<file path="config.mk">
export PLATFORM = sky130hd
export DESIGN_NAME = wr_control
export DESIGN_NICKNAME = d
export VERILOG_FILES = /design/src/rtl/sa_pkg.sv /design/src/rtl/wr_control.sv
export VERILOG_INCLUDE_DIRS = /design/src /design/src/rtl
export SDC_FILE = /design/constraint.sdc
export NUM_CORES = 1
export LEC_CHECK = 0
export ABC_AREA = 1
export BUFFER_PORTS_ARGS = -buffer_cell sky130_fd_sc_hd__buf_4
export CORE_MARGIN = 5
export CORE_UTILIZATION = 30
export DETAILED_ROUTE_END_ITERATION = 10
export PLACE_DENSITY = 0.55
export RECOVER_POWER = 50
export SLEW_MARGIN = 10
export SYNTH_ARGS = -nofsm -noshare
export SYNTH_HDL_FRONTEND = slang
export SYNTH_SLANG_ARGS = --single-unit
</file>
<file path="constraint.sdc">
create_clock -name clk -period 1.6 [get_ports clk]
set_input_delay 0.4 -clock clk [delete_from_list [all_inputs] [get_ports clk]]
set_output_delay 0.4 -clock clk [all_outputs]
set_load 0.02 [all_outputs]
</file>
<file path="src/rtl/sa_config.svh">
/* build-time sizes for the matrix-multiply unit
   include in any file that needs the array size or a word width */

`ifndef SA_CONFIG_SVH
`define SA_CONFIG_SVH

// array side, also the batch length and the number of output banks
`define SA_DIM 8

// weight row select width
`define SA_SEL_W $clog2(`SA_DIM)

`define SA_ACT_W 8      // activations and weights, signed
`define SA_ACC_W 24     // partial sums and stored results, signed

// per-bank address width, 8 bits per bank as in the write controller
`define SA_BANK_AW 8

`endif

</file>
<file path="src/rtl/sa_pkg.sv">
/* word types shared by the array, the write controller and the banks
   modules import it inside their body, ports use scoped names */

`include "sa_config.svh"

package sa_pkg;

    // one activation or one weight
    typedef logic signed [`SA_ACT_W-1:0] act_t;

    // partial sum moving down a column, also the stored result
    typedef logic signed [`SA_ACC_W-1:0] acc_t;

    // address inside one output bank
    typedef logic [`SA_BANK_AW-1:0] bank_addr_t;

endpackage

</file>
<file path="src/rtl/wr_control.sv">
/* diagonal write-enable and per-bank address generator for the output banks
   a pulse on active starts one run, done marks the end of the last write */

`timescale 1ns/1ns
`include "sa_config.svh"

module wr_control #(
    parameter int dim = `SA_DIM
) (
    input  logic                          clk,
    input  logic                          reset,
    input  logic                          active,          // starts a run
    input  logic                          sys_arr_active,  // next batch, releases done
    output logic [dim-1:0]                wr_en,           // one enable per bank
    output sa_pkg::bank_addr_t [dim-1:0]  wr_addr,         // one address per bank
    output logic                          done
);
    import sa_pkg::*;

    typedef logic [dim-1:0] en_t;

    localparam en_t en_full = '1;
    localparam en_t en_last = en_t'(1) << (dim - 1);

    logic run, run_c;
    logic draining, drain_c;
    logic shift_out;         // a zero enters at bit 0 this cycle
    en_t wr_en_c;
    bank_addr_t [dim-1:0] wr_addr_c;
    logic done_c;

    always_ff @(posedge clk) begin
        if (reset) begin
            run      <= 1'b0;
            draining <= 1'b0;
            wr_en    <= '0;
            wr_addr  <= '0;
            done     <= 1'b0;
        end else begin
            run      <= run_c;
            draining <= drain_c;
            wr_en    <= wr_en_c;
            wr_addr  <= wr_addr_c;
            done     <= done_c;
        end
    end

    assign shift_out = draining | (wr_en == en_full);

    always_comb begin
        run_c   = run | active;
        drain_c = draining;
        wr_en_c = '0;

        if (run) begin
            // fill from bit 0 until full, then empty from bit 0
            if (shift_out) begin
                wr_en_c = wr_en << 1;
                drain_c = 1'b1;
            end else begin
                wr_en_c = (wr_en << 1) | en_t'(1);
            end

            if (shift_out && wr_en == en_last) begin   // top bank on its last row
                run_c   = active;
                drain_c = 1'b0;
            end
        end
    end

    // each bank counts its own enabled cycles, so row r lands at address r
    always_comb begin
        for (int b = 0; b < dim; b++) begin
            if (wr_en == '0) begin
                wr_addr_c[b] = '0;
            end else begin
                wr_addr_c[b] = wr_addr[b] + bank_addr_t'(wr_en[b]);
            end
        end
    end

    always_comb begin
        done_c = done;
        if (wr_en == en_last) begin
            done_c = 1'b1;
        end
        // a following batch already writing keeps done low
        if (active) begin
            done_c = 1'b0;
        end
        if (sys_arr_active && done) begin
            done_c = 1'b0;
        end
    end

endmodule

</file>
==> metrics.txt, run 1 <==
Critical R2R Capture wr_addr[52]$_SDFF_PP0_; vias in the first global route 2593; period utilization 92.0%; clk slew on worst S/H paths 0.08 ns; worst min path class input port to flip-flop; Worst Setup End Kind output pin; #FFs+latches synth 75; setup_tns 0 ns; maximum fanout along the worst path 3; Routed WL per cell 10.9 um; postcts setup bufs 0; largest net degree at the start of global routing 29; Synth cell types 19; Worst Clk Skew 0.00972 ns; top_reg_cell synth dfxtp_1; Max VDD drop 0.352 mV; Placed Cells 636; Slew Viols, Final 0; Slew @ Worst Pin 0.380 ns; num ports 77; fin crit period 1.47 ns; CTS Sinks 75; Cell Rows 37; leakage 1.63 nW; Initial Utilization 30.9%; crit path DAT 1.07 ns; EDFF count, synth 0; GR Overflow Total 0; first-pass GRT wire length 11900 um; DIE WIDTH 113 um; Clock Latency Late Sink 0.34 ns; CP Launch Type flip-flop; PortBufs 76; Syn Inst Count 426; GR Util All Layers 11.4%; Non-Filler Instances 652; Die Area 12900 um^2; Root Buffer clkbuf_8; total CTS buffers 9; placed cell area 3960 um^2; Yosys top cell area share 46.8%; # fillers 1164; post-route ant nets 0; reg2reg start wr_en[6]$_SDFF_PP0_; Core Box Area 10400 um^2; max-cap viol count 0; Max Freq 679 MHz; Hold Fails Final Rpt 0; hold_buf cts 0; Clock Path Buffers 2; H-tree depth 3; Post-Syn Nets 446; most frequent cell after synthesis nand2_1; synth top area cells dfxtp_1 (47%), nand2_1 (11%), nor2_1 (9.5%); Layout area overhead 24.8%; Tot Pwr 3.60 mW; nets 531; asr flop ratio synth 0%; WP data required 1.20 ns; final setup fails 0; unrepaired setup endpoints after global routing no; design area 4000 um^2; drt first pass iters 4; synth warn 0; Total Wirelength 7110 um; R2R depth 7; status finished clean; post-cts sizing count 0; GPL Wtd Cong 0.777; antenna violations before repair 0; CTS tree built; R2R Setup Slk 0.15 ns; top post-synthesis cells by count nand2_1 (94), nor2_1 (81), dfxtp_1 (75); detailed placer's ending HPWL 5320 um; Iter 0 DRT Violations 96; post-synthesis cell area 3210 um^2; crit path launch wr_en[0]$_SDFF_PP0_; ant diodes 0; sequential fraction of the synthesis area 46.8%; mean post-synth cell area 7.53 um^2; via count 2742; area leader, netlist dfxtp_1; relative slew slack 74.5%; CP Capture Point wr_en[0]; CP Class flip-flop to output pin; layout cells sized above 1 9.88%; Residual DRC 0; fin util 38.6%; vias per std cell 4.21; die height 113 um; Pwr Density 900 nW/um^2
## how the worst min path moves through the flow
stage,startpoint,end,depth (start not counted)
floorplan,draining$_SDFFE_PP0P_,wr_en[0]$_SDFF_PP0_,3
global placement,wr_addr[55]$_SDFF_PP0_,wr_addr[55]$_SDFF_PP0_,2
detailed placement,wr_addr[47]$_SDFF_PP0_,wr_addr[47]$_SDFF_PP0_,2
CTS,active,run$_SDFF_PP0_,3
global route,active,run$_SDFF_PP0_,3
finish,active,run$_SDFF_PP0_,3
## metal layers
layer / vias to the layer above / part of all wire (%) / global-route usage [%] / wire length (um)
met5: - / 0 / 0 / 0
met1: 1218 / 48 / 14.5 / 3400
met3: 11 / 5.1 / 3.82 / 362
met2: 50 / 45 / 17.8 / 3190
met4: 0 / 2.2 / 4.73 / 155
li1: 1463 / - / - / -
## cells by family (layout without fill, tap and decap cells)
kind of cell | count (synthesis) | count (layout) | share of synthesized area (%)
buffers and inverters | 78 | 168 | 10.0
AOI/OAI and AO/OA | 22 | 22 | 3.90
xor gates and xnor gates | 25 | 25 | 6.82
DFF | 75 | 75 | 46.8
adders and majority gates | 16 | 16 | 6.24
and+or+nand+nor | 210 | 210 | 26.2
## layout by cell type (no fill, tap or decap), drive strengths merged, types with 3 or more instances in the layout
| cell | n |
|---|---|
| inv | 72 |
| clkbuf | 59 |
| a21oi | 11 |
| o21ai | 7 |
| buf | 31 |
| nand3 | 27 |
| xor2 | 12 |
| nand4 | 6 |
| nor2 | 81 |
| nand2 | 94 |
| ha | 16 |
| o21bai | 3 |
| xnor2 | 13 |
| dfxtp | 75 |
## power by group
part           internal, mW  total, mW  leakage (nW)  switching (mW)
clock network         0.921       1.64         0.108           0.719
registers              1.87       1.88         0.604         0.00501
logic                0.0296     0.0879         0.914          0.0583
## per-stage QoR
step,worst slack [ns],hold slack [ns]
4_1_cts,0.143,0.256
2_1_floorplan,0.131,0.473
3_5_place_dp,0.162,0.472
3_3_place_gp,0.175,0.461
6_report,0.128,0.275
5_1_grt,0.0207,0.254
## registers in the layout, summed over array words and instances (netlist names)
register	cells
wr_addr	64
draining	1
run	1
done	1
wr_en	8
## worst max-delay path, cell delays in order, from the launching register on
cell      delay [ns]
dfxtp_1         0.37
clkbuf_1        0.20
buf_4           0.18
## area by class of cell
type | count | area [um^2] | area share [%]
Clock buffer | 10 | 138 | 3.44
Sequential cell | 75 | 1500 | 37.5
Multi-Input combinational cell | 273 | 1390 | 34.8
Timing Repair Buffer | 80 | 442 | 11.0
Clock inverter | 6 | 88.8 | 2.22
Tap cell | 136 | 170 | 4.25
Inverter | 72 | 270 | 6.75
(Power assumes the default switching activity.)
==> inputs of run 2 (changes only) <==
==> constraint.sdc (replaced) <==
create_clock -name clk -period 1.64 [get_ports clk]
set_input_delay 0.41 -clock clk [delete_from_list [all_inputs] [get_ports clk]]
set_output_delay 0.41 -clock clk [all_outputs]
set_load 0.02 [all_outputs]
==> run 2 against run 1 <==
Net effect: clock skew fell by 0.0030 ns; total power fell by 9.0%; critical endpoint unchanged; critical path depth did not move; count of clock-buffer cells in the layout rose by 1; wire length rose by 1.6%; die area did not move; cell area fell by 1.5%; register-to-register slack improved by 0.06 ns; non-clock buffer count fell by 1; largest power group unchanged; critical path type unchanged; highest routed layer unchanged; largest cell class unchanged; sequential share of layout area rose by 0.57 points; global-route usage fell by 0.26 points.
==> metrics.txt, run 2 (synthesis gave the netlist of run 1 again) <==
status finished clean (unchanged); GPL Wtd Cong 0.766 (was 0.777); fin util 38.0% (was 38.6%); Routed WL per cell 11.1 um (was 10.9 um); clk slew on worst S/H paths 0.07 ns (was 0.08 ns); Total Wirelength 7230 um (was 7110 um); relative slew slack 75.9% (was 74.5%); post-route ant nets 0 (unchanged); ant diodes 0 (unchanged); first-pass GRT wire length 11700 um (was 11900 um); largest net degree at the start of global routing 29 (unchanged); Slew @ Worst Pin 0.360 ns (was 0.380 ns); Largest Register wr_addr (unchanged); die height 113 um (unchanged); CTS tree built (unchanged); Worst Setup End Kind output pin (unchanged); WP data required 1.23 ns (was 1.20 ns); commonest non-fill, non-tap cell in the layout nand2_1 (unchanged); antenna violations before repair 0 (unchanged); layout cells sized above 1 8.77% (was 9.88%); Max VDD drop 0.312 mV (was 0.352 mV); unrepaired setup endpoints after global routing no (unchanged); CP Class flip-flop to output pin (unchanged); Cell Rows 37 (unchanged); GR Overflow Total 0 (unchanged); CP peak stage delay 0.38 ns (was 0.37 ns); Root Buffer clkbuf_8 (unchanged); worst min path class input port to flip-flop (unchanged); Hold Fails Final Rpt 0 (unchanged); crit path DAT 1.08 ns (was 1.07 ns); Die Area 12900 um^2 (unchanged); via count 2732 (was 2742); Top delay family on crit path flip-flops (was buffers and inverters); DIE WIDTH 113 um (unchanged); maximum fanout along the worst path 3 (unchanged); vias in the first global route 2516 (was 2593); CTS Sinks 75 (unchanged); total CTS buffers 9 (unchanged); hold_buf cts 0 (unchanged); WP buf/inv 2 (unchanged); nets 530 (was 531); fin crit period 1.49 ns; num ports 77 (unchanged); most frequent cells in the layout nand2_1 (94), nor2_1 (81), dfxtp_1 (75), inv_1 (71), clkbuf_1 (52) (was nand2_1 (94), nor2_1 (81), dfxtp_1 (75), inv_1 (71), clkbuf_1 (49)); PortBufs 76 (unchanged); vias per std cell 4.21 (about the same); Initial Utilization 30.9% (unchanged); Final WS setup 0.146 ns (was 0.128 ns); CP Launch Type flip-flop (unchanged); period utilization 91.1%; leakage 1.60 nW (was 1.63 nW); Clock Latency Late Sink 0.33 ns (was 0.34 ns); Post-Place Setup Slack 0.208 ns (was 0.162 ns); biggest regs wr_addr (64), wr_en (8) (unchanged); GR Util All Layers 11.2% (was 11.4%); final setup fails 0 (unchanged); Clock Path Buffers 2 (unchanged); Core Box Area 10400 um^2 (unchanged); max reg flops 64 (unchanged); Layout area overhead 22.9% (was 24.8%); Max Freq 669 MHz; detailed placer's ending HPWL 5290 um (was 5320 um); Worst path slowest cell dfxtp_1 (unchanged); Residual DRC 0 (unchanged); postcts setup bufs 0 (unchanged); Pwr Density 832 nW/um^2 (was 900 nW/um^2); Slew Viols, Final 0 (unchanged); Worst Clk Skew 0.00676 ns (was 0.00972 ns); Iter 0 DRT Violations 88 (was 96); Tot Pwr 3.28 mW (was 3.60 mW); Critical Path, Cell by Cell clkbuf_1 > buf_4 (unchanged); max-cap viol count 0 (unchanged); H-tree depth 3 (unchanged); drt first pass iters 4 (unchanged); post-cts sizing count 0 (unchanged); setup_tns 0 ns (unchanged)
==> run 2: per-layer routing <==
layer	GRT usage, %	vias up	wire [um]	share of wire [%]
li1	-	1461	-	-
met1	14.0	1220	3500	48
met2	18.2	44	3290	46
met3	3.61	7	338	4.7
met4	3.61	0	98	1.4
met5	0	-	0	0
==> run 2: stage by stage <==
stage	hold WS, ns	area, um^2	std cells
after floorplan	0.473	3210	426
after global placement	0.460	3950	635
after detailed placement	0.469	3950	635
after CTS	0.275	4140	649
after global routing	0.278	3940	649
final	0.288	3940	649
==> run 2: worst register-to-register path, delay by kind of cell, from the launching register on <==
family                     cells  cell delay, ns
DFF                            1            0.42
and+or+nand+nor                3            0.39
adders and majority gates      2            0.38
AOI/OAI and AO/OA              1            0.11
buffers and inverters          1            0.07
==> run 2: cell type report <==
cell class / count / area [um^2]
well taps: 136 / 170
clock inverters: 3 / 40.0
fillers: 1135 / 6430
flip-flops and latches: 75 / 1500
repair buffers: 79 / 427
multi-input cells: 273 / 1390
clock buffers: 11 / 141
inverters: 72 / 270
==> run 2: final timing paths <==
check                    startpoint                     end  slack (ns)  cells past startpoint
min                          active          run$_SDFF_PP0_        0.29                      3
max             wr_en[0]$_SDFF_PP0_                wr_en[0]        0.15                      2
max reg2reg     wr_en[6]$_SDFF_PP0_  wr_addr[52]$_SDFF_PP0_        0.21                      7
min reg2reg  wr_addr[47]$_SDFF_PP0_  wr_addr[47]$_SDFF_PP0_        0.48                      2
==> run 2: power breakdown <==
part	switching [mW]	total (mW)	internal, mW
registers	0.00525	1.83	1.83
clock network	0.639	1.36	0.724
logic	0.0576	0.0863	0.0287
==> inputs of run 3 (changes only) <==
--- a/config.mk
+++ b/config.mk
@@ -6,14 +6,13 @@
 export SDC_FILE = /design/constraint.sdc
 export NUM_CORES = 1
 export LEC_CHECK = 0
-export ABC_AREA = 1
 export BUFFER_PORTS_ARGS = -buffer_cell sky130_fd_sc_hd__buf_4
 export CORE_MARGIN = 5
 export CORE_UTILIZATION = 30
 export DETAILED_ROUTE_END_ITERATION = 10
 export PLACE_DENSITY = 0.55
 export RECOVER_POWER = 50
-export SLEW_MARGIN = 10
+export SLEW_MARGIN = 40
 export SYNTH_ARGS = -nofsm -noshare
 export SYNTH_HDL_FRONTEND = slang
 export SYNTH_SLANG_ARGS = --single-unit
==> run 3 against run 2 <==
Net effect: cell area down 4.0%; non-clock buffer count is 7 higher; combinational power shrank 25%; global-route usage up 0.56 points; first-iteration DRC count fell by 20%; count of clock-buffer cells in the layout is the same; total power increased by 9.7%; area after synthesis is 7.3% lower; hold slack lost 0.050 ns; setup slack got worse by 0.014 ns; wire length is 7.7% lower; highest routed layer unchanged.
==> metrics.txt, run 3 <==
Synth cell types 33 (was 19); synth warn 0 (unchanged); die height 110 um (was 113 um); crit path launch wr_en[7]$_SDFF_PP0_ (was wr_en[0]$_SDFF_PP0_); post-route ant nets 0 (unchanged); R2R depth 5 (was 7); switch share 19.4% (was 21.4%); CP Launch Type flip-flop (unchanged); Initial Utilization 30.6% (was 30.9%); period utilization 91.9% (was 91.1%); Clock Path Buffers 2 (unchanged); total CTS buffers 9 (unchanged); grt met2 use 18.1% (was 18.2%); detailed placer's ending HPWL 5000 um (was 5290 um); sequential fraction of the synthesis area 50.5% (was 46.8%); drt first pass iters 4 (unchanged); met3 global-route usage 3.52% (was 3.61%); post-synthesis cell area 2970 um^2 (was 3210 um^2); Max Freq 663 MHz (was 669 MHz); CP Capture Point wr_addr[62]$_SDFF_PP0_ (was wr_en[0]); largest net degree at the start of global routing 25 (was 29); GPL Wtd Cong 0.755 (was 0.766); Post-Place Setup Slack 0.110 ns (was 0.208 ns); ant diodes 0 (unchanged); mean post-synth cell area 9.53 um^2 (was 7.53 um^2); combinational share of power 1.8% (was 2.6%); Iter 0 DRT Violations 70 (was 88); relative slew slack 73.9% (was 75.9%); Cell Rows 36 (was 37); most frequent cell after synthesis dfxtp_1 (was nand2_1); top_reg_cell synth dfxtp_1 (unchanged); Total Wirelength 6670 um (was 7230 um); Hold Fails Final Rpt 0 (unchanged); most frequent cells in the layout dfxtp_1 (72), clkbuf_1 (63), nand3_1 (27), nor2_1 (26), a21oi_1 (25) (was nand2_1 (94), nor2_1 (81), dfxtp_1 (75), inv_1 (71), clkbuf_1 (52)); Worst Clk Skew 0.00676 ns (about the same); top post-synthesis cells by count dfxtp_1 (75), nand3_1 (27), nor2_1 (26) (was nand2_1 (94), nor2_1 (81), dfxtp_1 (75)); NetSw 699 uW (was 702 uW); WP data required 1.92 ns (was 1.23 ns); DIE WIDTH 110 um (was 113 um); Max VDD drop 0.316 mV (was 0.312 mV); CTS Sinks 75 (unchanged); Clock Latency Late Sink 0.34 ns (was 0.33 ns); #FFs+latches synth 75 (unchanged); Post-Syn Nets 332 (was 446); Critical R2R Capture wr_addr[62]$_SDFF_PP0_ (was wr_addr[52]$_SDFF_PP0_); max-cap viol count 0 (unchanged); sequential share of power 50.9% (was 55.8%); design area 3790 um^2 (was 3940 um^2); Die Area 12000 um^2 (was 12900 um^2); Yosys top cell area share 50.5% (was 46.8%); worst min path class input port to flip-flop (unchanged); nets 423 (was 530); via count 2495 (was 2732); Core Box Area 9730 um^2 (was 10400 um^2); clk slew on worst S/H paths 0.08 ns (was 0.07 ns); synth top area cells dfxtp_1 (50%), ha_1 (6.7%), or3_1 (5.0%) (was dfxtp_1 (47%), nand2_1 (11%), nor2_1 (9.5%)); Slew @ Worst Pin 0.390 ns (was 0.360 ns); Layout area overhead 27.3% (was 22.9%); Root Buffer clkbuf_8 (unchanged); status finished clean (unchanged); biggest regs wr_addr (64), wr_en (8) (unchanged); grt peak-use layer met2 (unchanged); setup_tns 0 ns (unchanged); leakage 1.34 nW (was 1.60 nW); final setup fails 0 (unchanged); area leader, netlist dfxtp_1 (unchanged); R2R Setup Slk 0.13 ns (was 0.21 ns); Residual DRC 0 (unchanged); vias per std cell 4.61 (was 4.21); postcts setup bufs 0 (unchanged); Pwr Density 950 nW/um^2 (was 832 nW/um^2); reg2reg start wr_en[7]$_SDFF_PP0_ (was wr_en[6]$_SDFF_PP0_); hold_buf cts 0 (unchanged); EDFF count, synth 0 (unchanged); GR Util All Layers 11.7% (was 11.2%); Slew Viols, Final 0 (unchanged); Routed WL per cell 12.3 um (was 11.1 um); Worst Setup End Kind flip-flop (was output pin); Final WS setup 0.132 ns (was 0.146 ns); unrepaired setup endpoints after global routing no (unchanged); cell-internal power 2.90 mW (was 2.58 mW); Largest Register wr_addr (unchanged); maximum fanout along the worst path 3 (unchanged); clock share of power 47.3% (was 41.6%); asr flop ratio synth 0% (unchanged); H-tree depth 3 (unchanged); fin crit period 1.51 ns (was 1.49 ns); placed cell area 3770 um^2 (was 3950 um^2); PortBufs 76 (unchanged); layout cells sized above 1 11.3% (was 8.77%); worst hold slack 0.238 ns (was 0.288 ns); max reg flops 64 (unchanged); CTS tree built (unchanged); first-pass GRT wire length 10900 um (was 11700 um); commonest non-fill, non-tap cell in the layout dfxtp_1 (was nand2_1); crit path DAT 1.79 ns (was 1.08 ns); met1 usage 14.3% (was 14.0%); Tot Pwr 3.60 mW (was 3.28 mW); vias in the first global route 2299 (was 2516); CP Class flip-flop to flip-flop (was flip-flop to output pin); num ports 77 (unchanged); GR Overflow Total 0 (unchanged); antenna violations before repair 0 (unchanged); Syn Inst Count 312 (was 426)
==> run 3: cell count changes after synthesis, moves of 3 or more <==
| cell | change |
|---|---|
| nand2_1 | -83 |
| inv_1 | -66 |
| nor2_1 | -55 |
| or3_1 | +24 |
| and2_1 | +22 |
| o21ai_0 | +18 |
| a21oi_1 | +14 |
| nand4_1 | +4 |
| buf_6 | -3 |
| xnor2_1 | -3 |
==> run 3: metal layers <==
| layer | share of wire (%) | wire [um] | up-vias |
|---|---|---|---|
| met1 | 46 | 3050 | 1154 |
| met2 | 46 | 3050 | 48 |
| met5 | 0 | 0 | - |
| met3 | 5.8 | 385 | 12 |
| li1 | - | - | 1281 |
| met4 | 2.7 | 178 | 0 |
==> run 3: power groups by stage <==
stage	Sequential [mW]	Clock (mW)	Combinational [mW]
after floorplan	1.87	0	0.0329
after global placement	1.87	0	0.0671
after detailed placement	1.87	0	0.0670
after CTS	1.83	1.77	0.0670
after global routing	1.83	1.85	0.0735
final	1.83	1.70	0.0649
==> run 3: timing repair <==
item / 4_1_cts / 5_1_grt
resized for setup: 0 / 3
setup endpoints to repair: 0 / 3
endpoints found under the hold margin: 0 / 0
==> run 3: cells by family after synthesis <==
group | after synthesis | share of synthesized area (%)
compound gates | 54 | 9.51
simple gates | 132 | 24.4
xor+xnor | 24 | 7.07
buf+inv | 11 | 1.85
fa+ha+maj | 16 | 6.73
flops | 75 | 50.5
==> run 3: stage by stage <==
step	util, %	std cells
floorplan	-	312
global placement	38.8	525
detailed placement	38.8	525
CTS	41.3	541
global route	38.9	541
finish	38.9	541
==> run 3: worst min path at each step <==
stage / cells past startpoint / to / from / slack, ns
finish: 2 / done$_SDFFE_PP0N_ / active / 0.24
global route: 2 / done$_SDFFE_PP0N_ / active / 0.21
CTS: 2 / done$_SDFFE_PP0N_ / active / 0.21
detailed placement: 2 / wr_addr[47]$_SDFF_PP0_ / wr_addr[47]$_SDFF_PP0_ / 0.48
global placement: 2 / wr_addr[63]$_SDFF_PP0_ / wr_addr[63]$_SDFF_PP0_ / 0.47
floorplan: 1 / done$_SDFFE_PP0N_ / reset / 0.48
==> run 3: layout make-up <==
class,count,area [um^2]
multi-input cells,226,1420
well taps,133,166
fillers,1075,5940
inverters,5,18.8
flip-flops and latches,75,1510
repair buffers,86,438
clock inverters,5,100
clock buffers,11,141
==> run 3: critical path, stage by stage (launching register included) <==
cell	delay [ns]
dfxtp_1	0.35
ha_1	0.24
ha_1	0.20
nand3_1	0.13
or3_1	0.37
a21oi_1	0.14
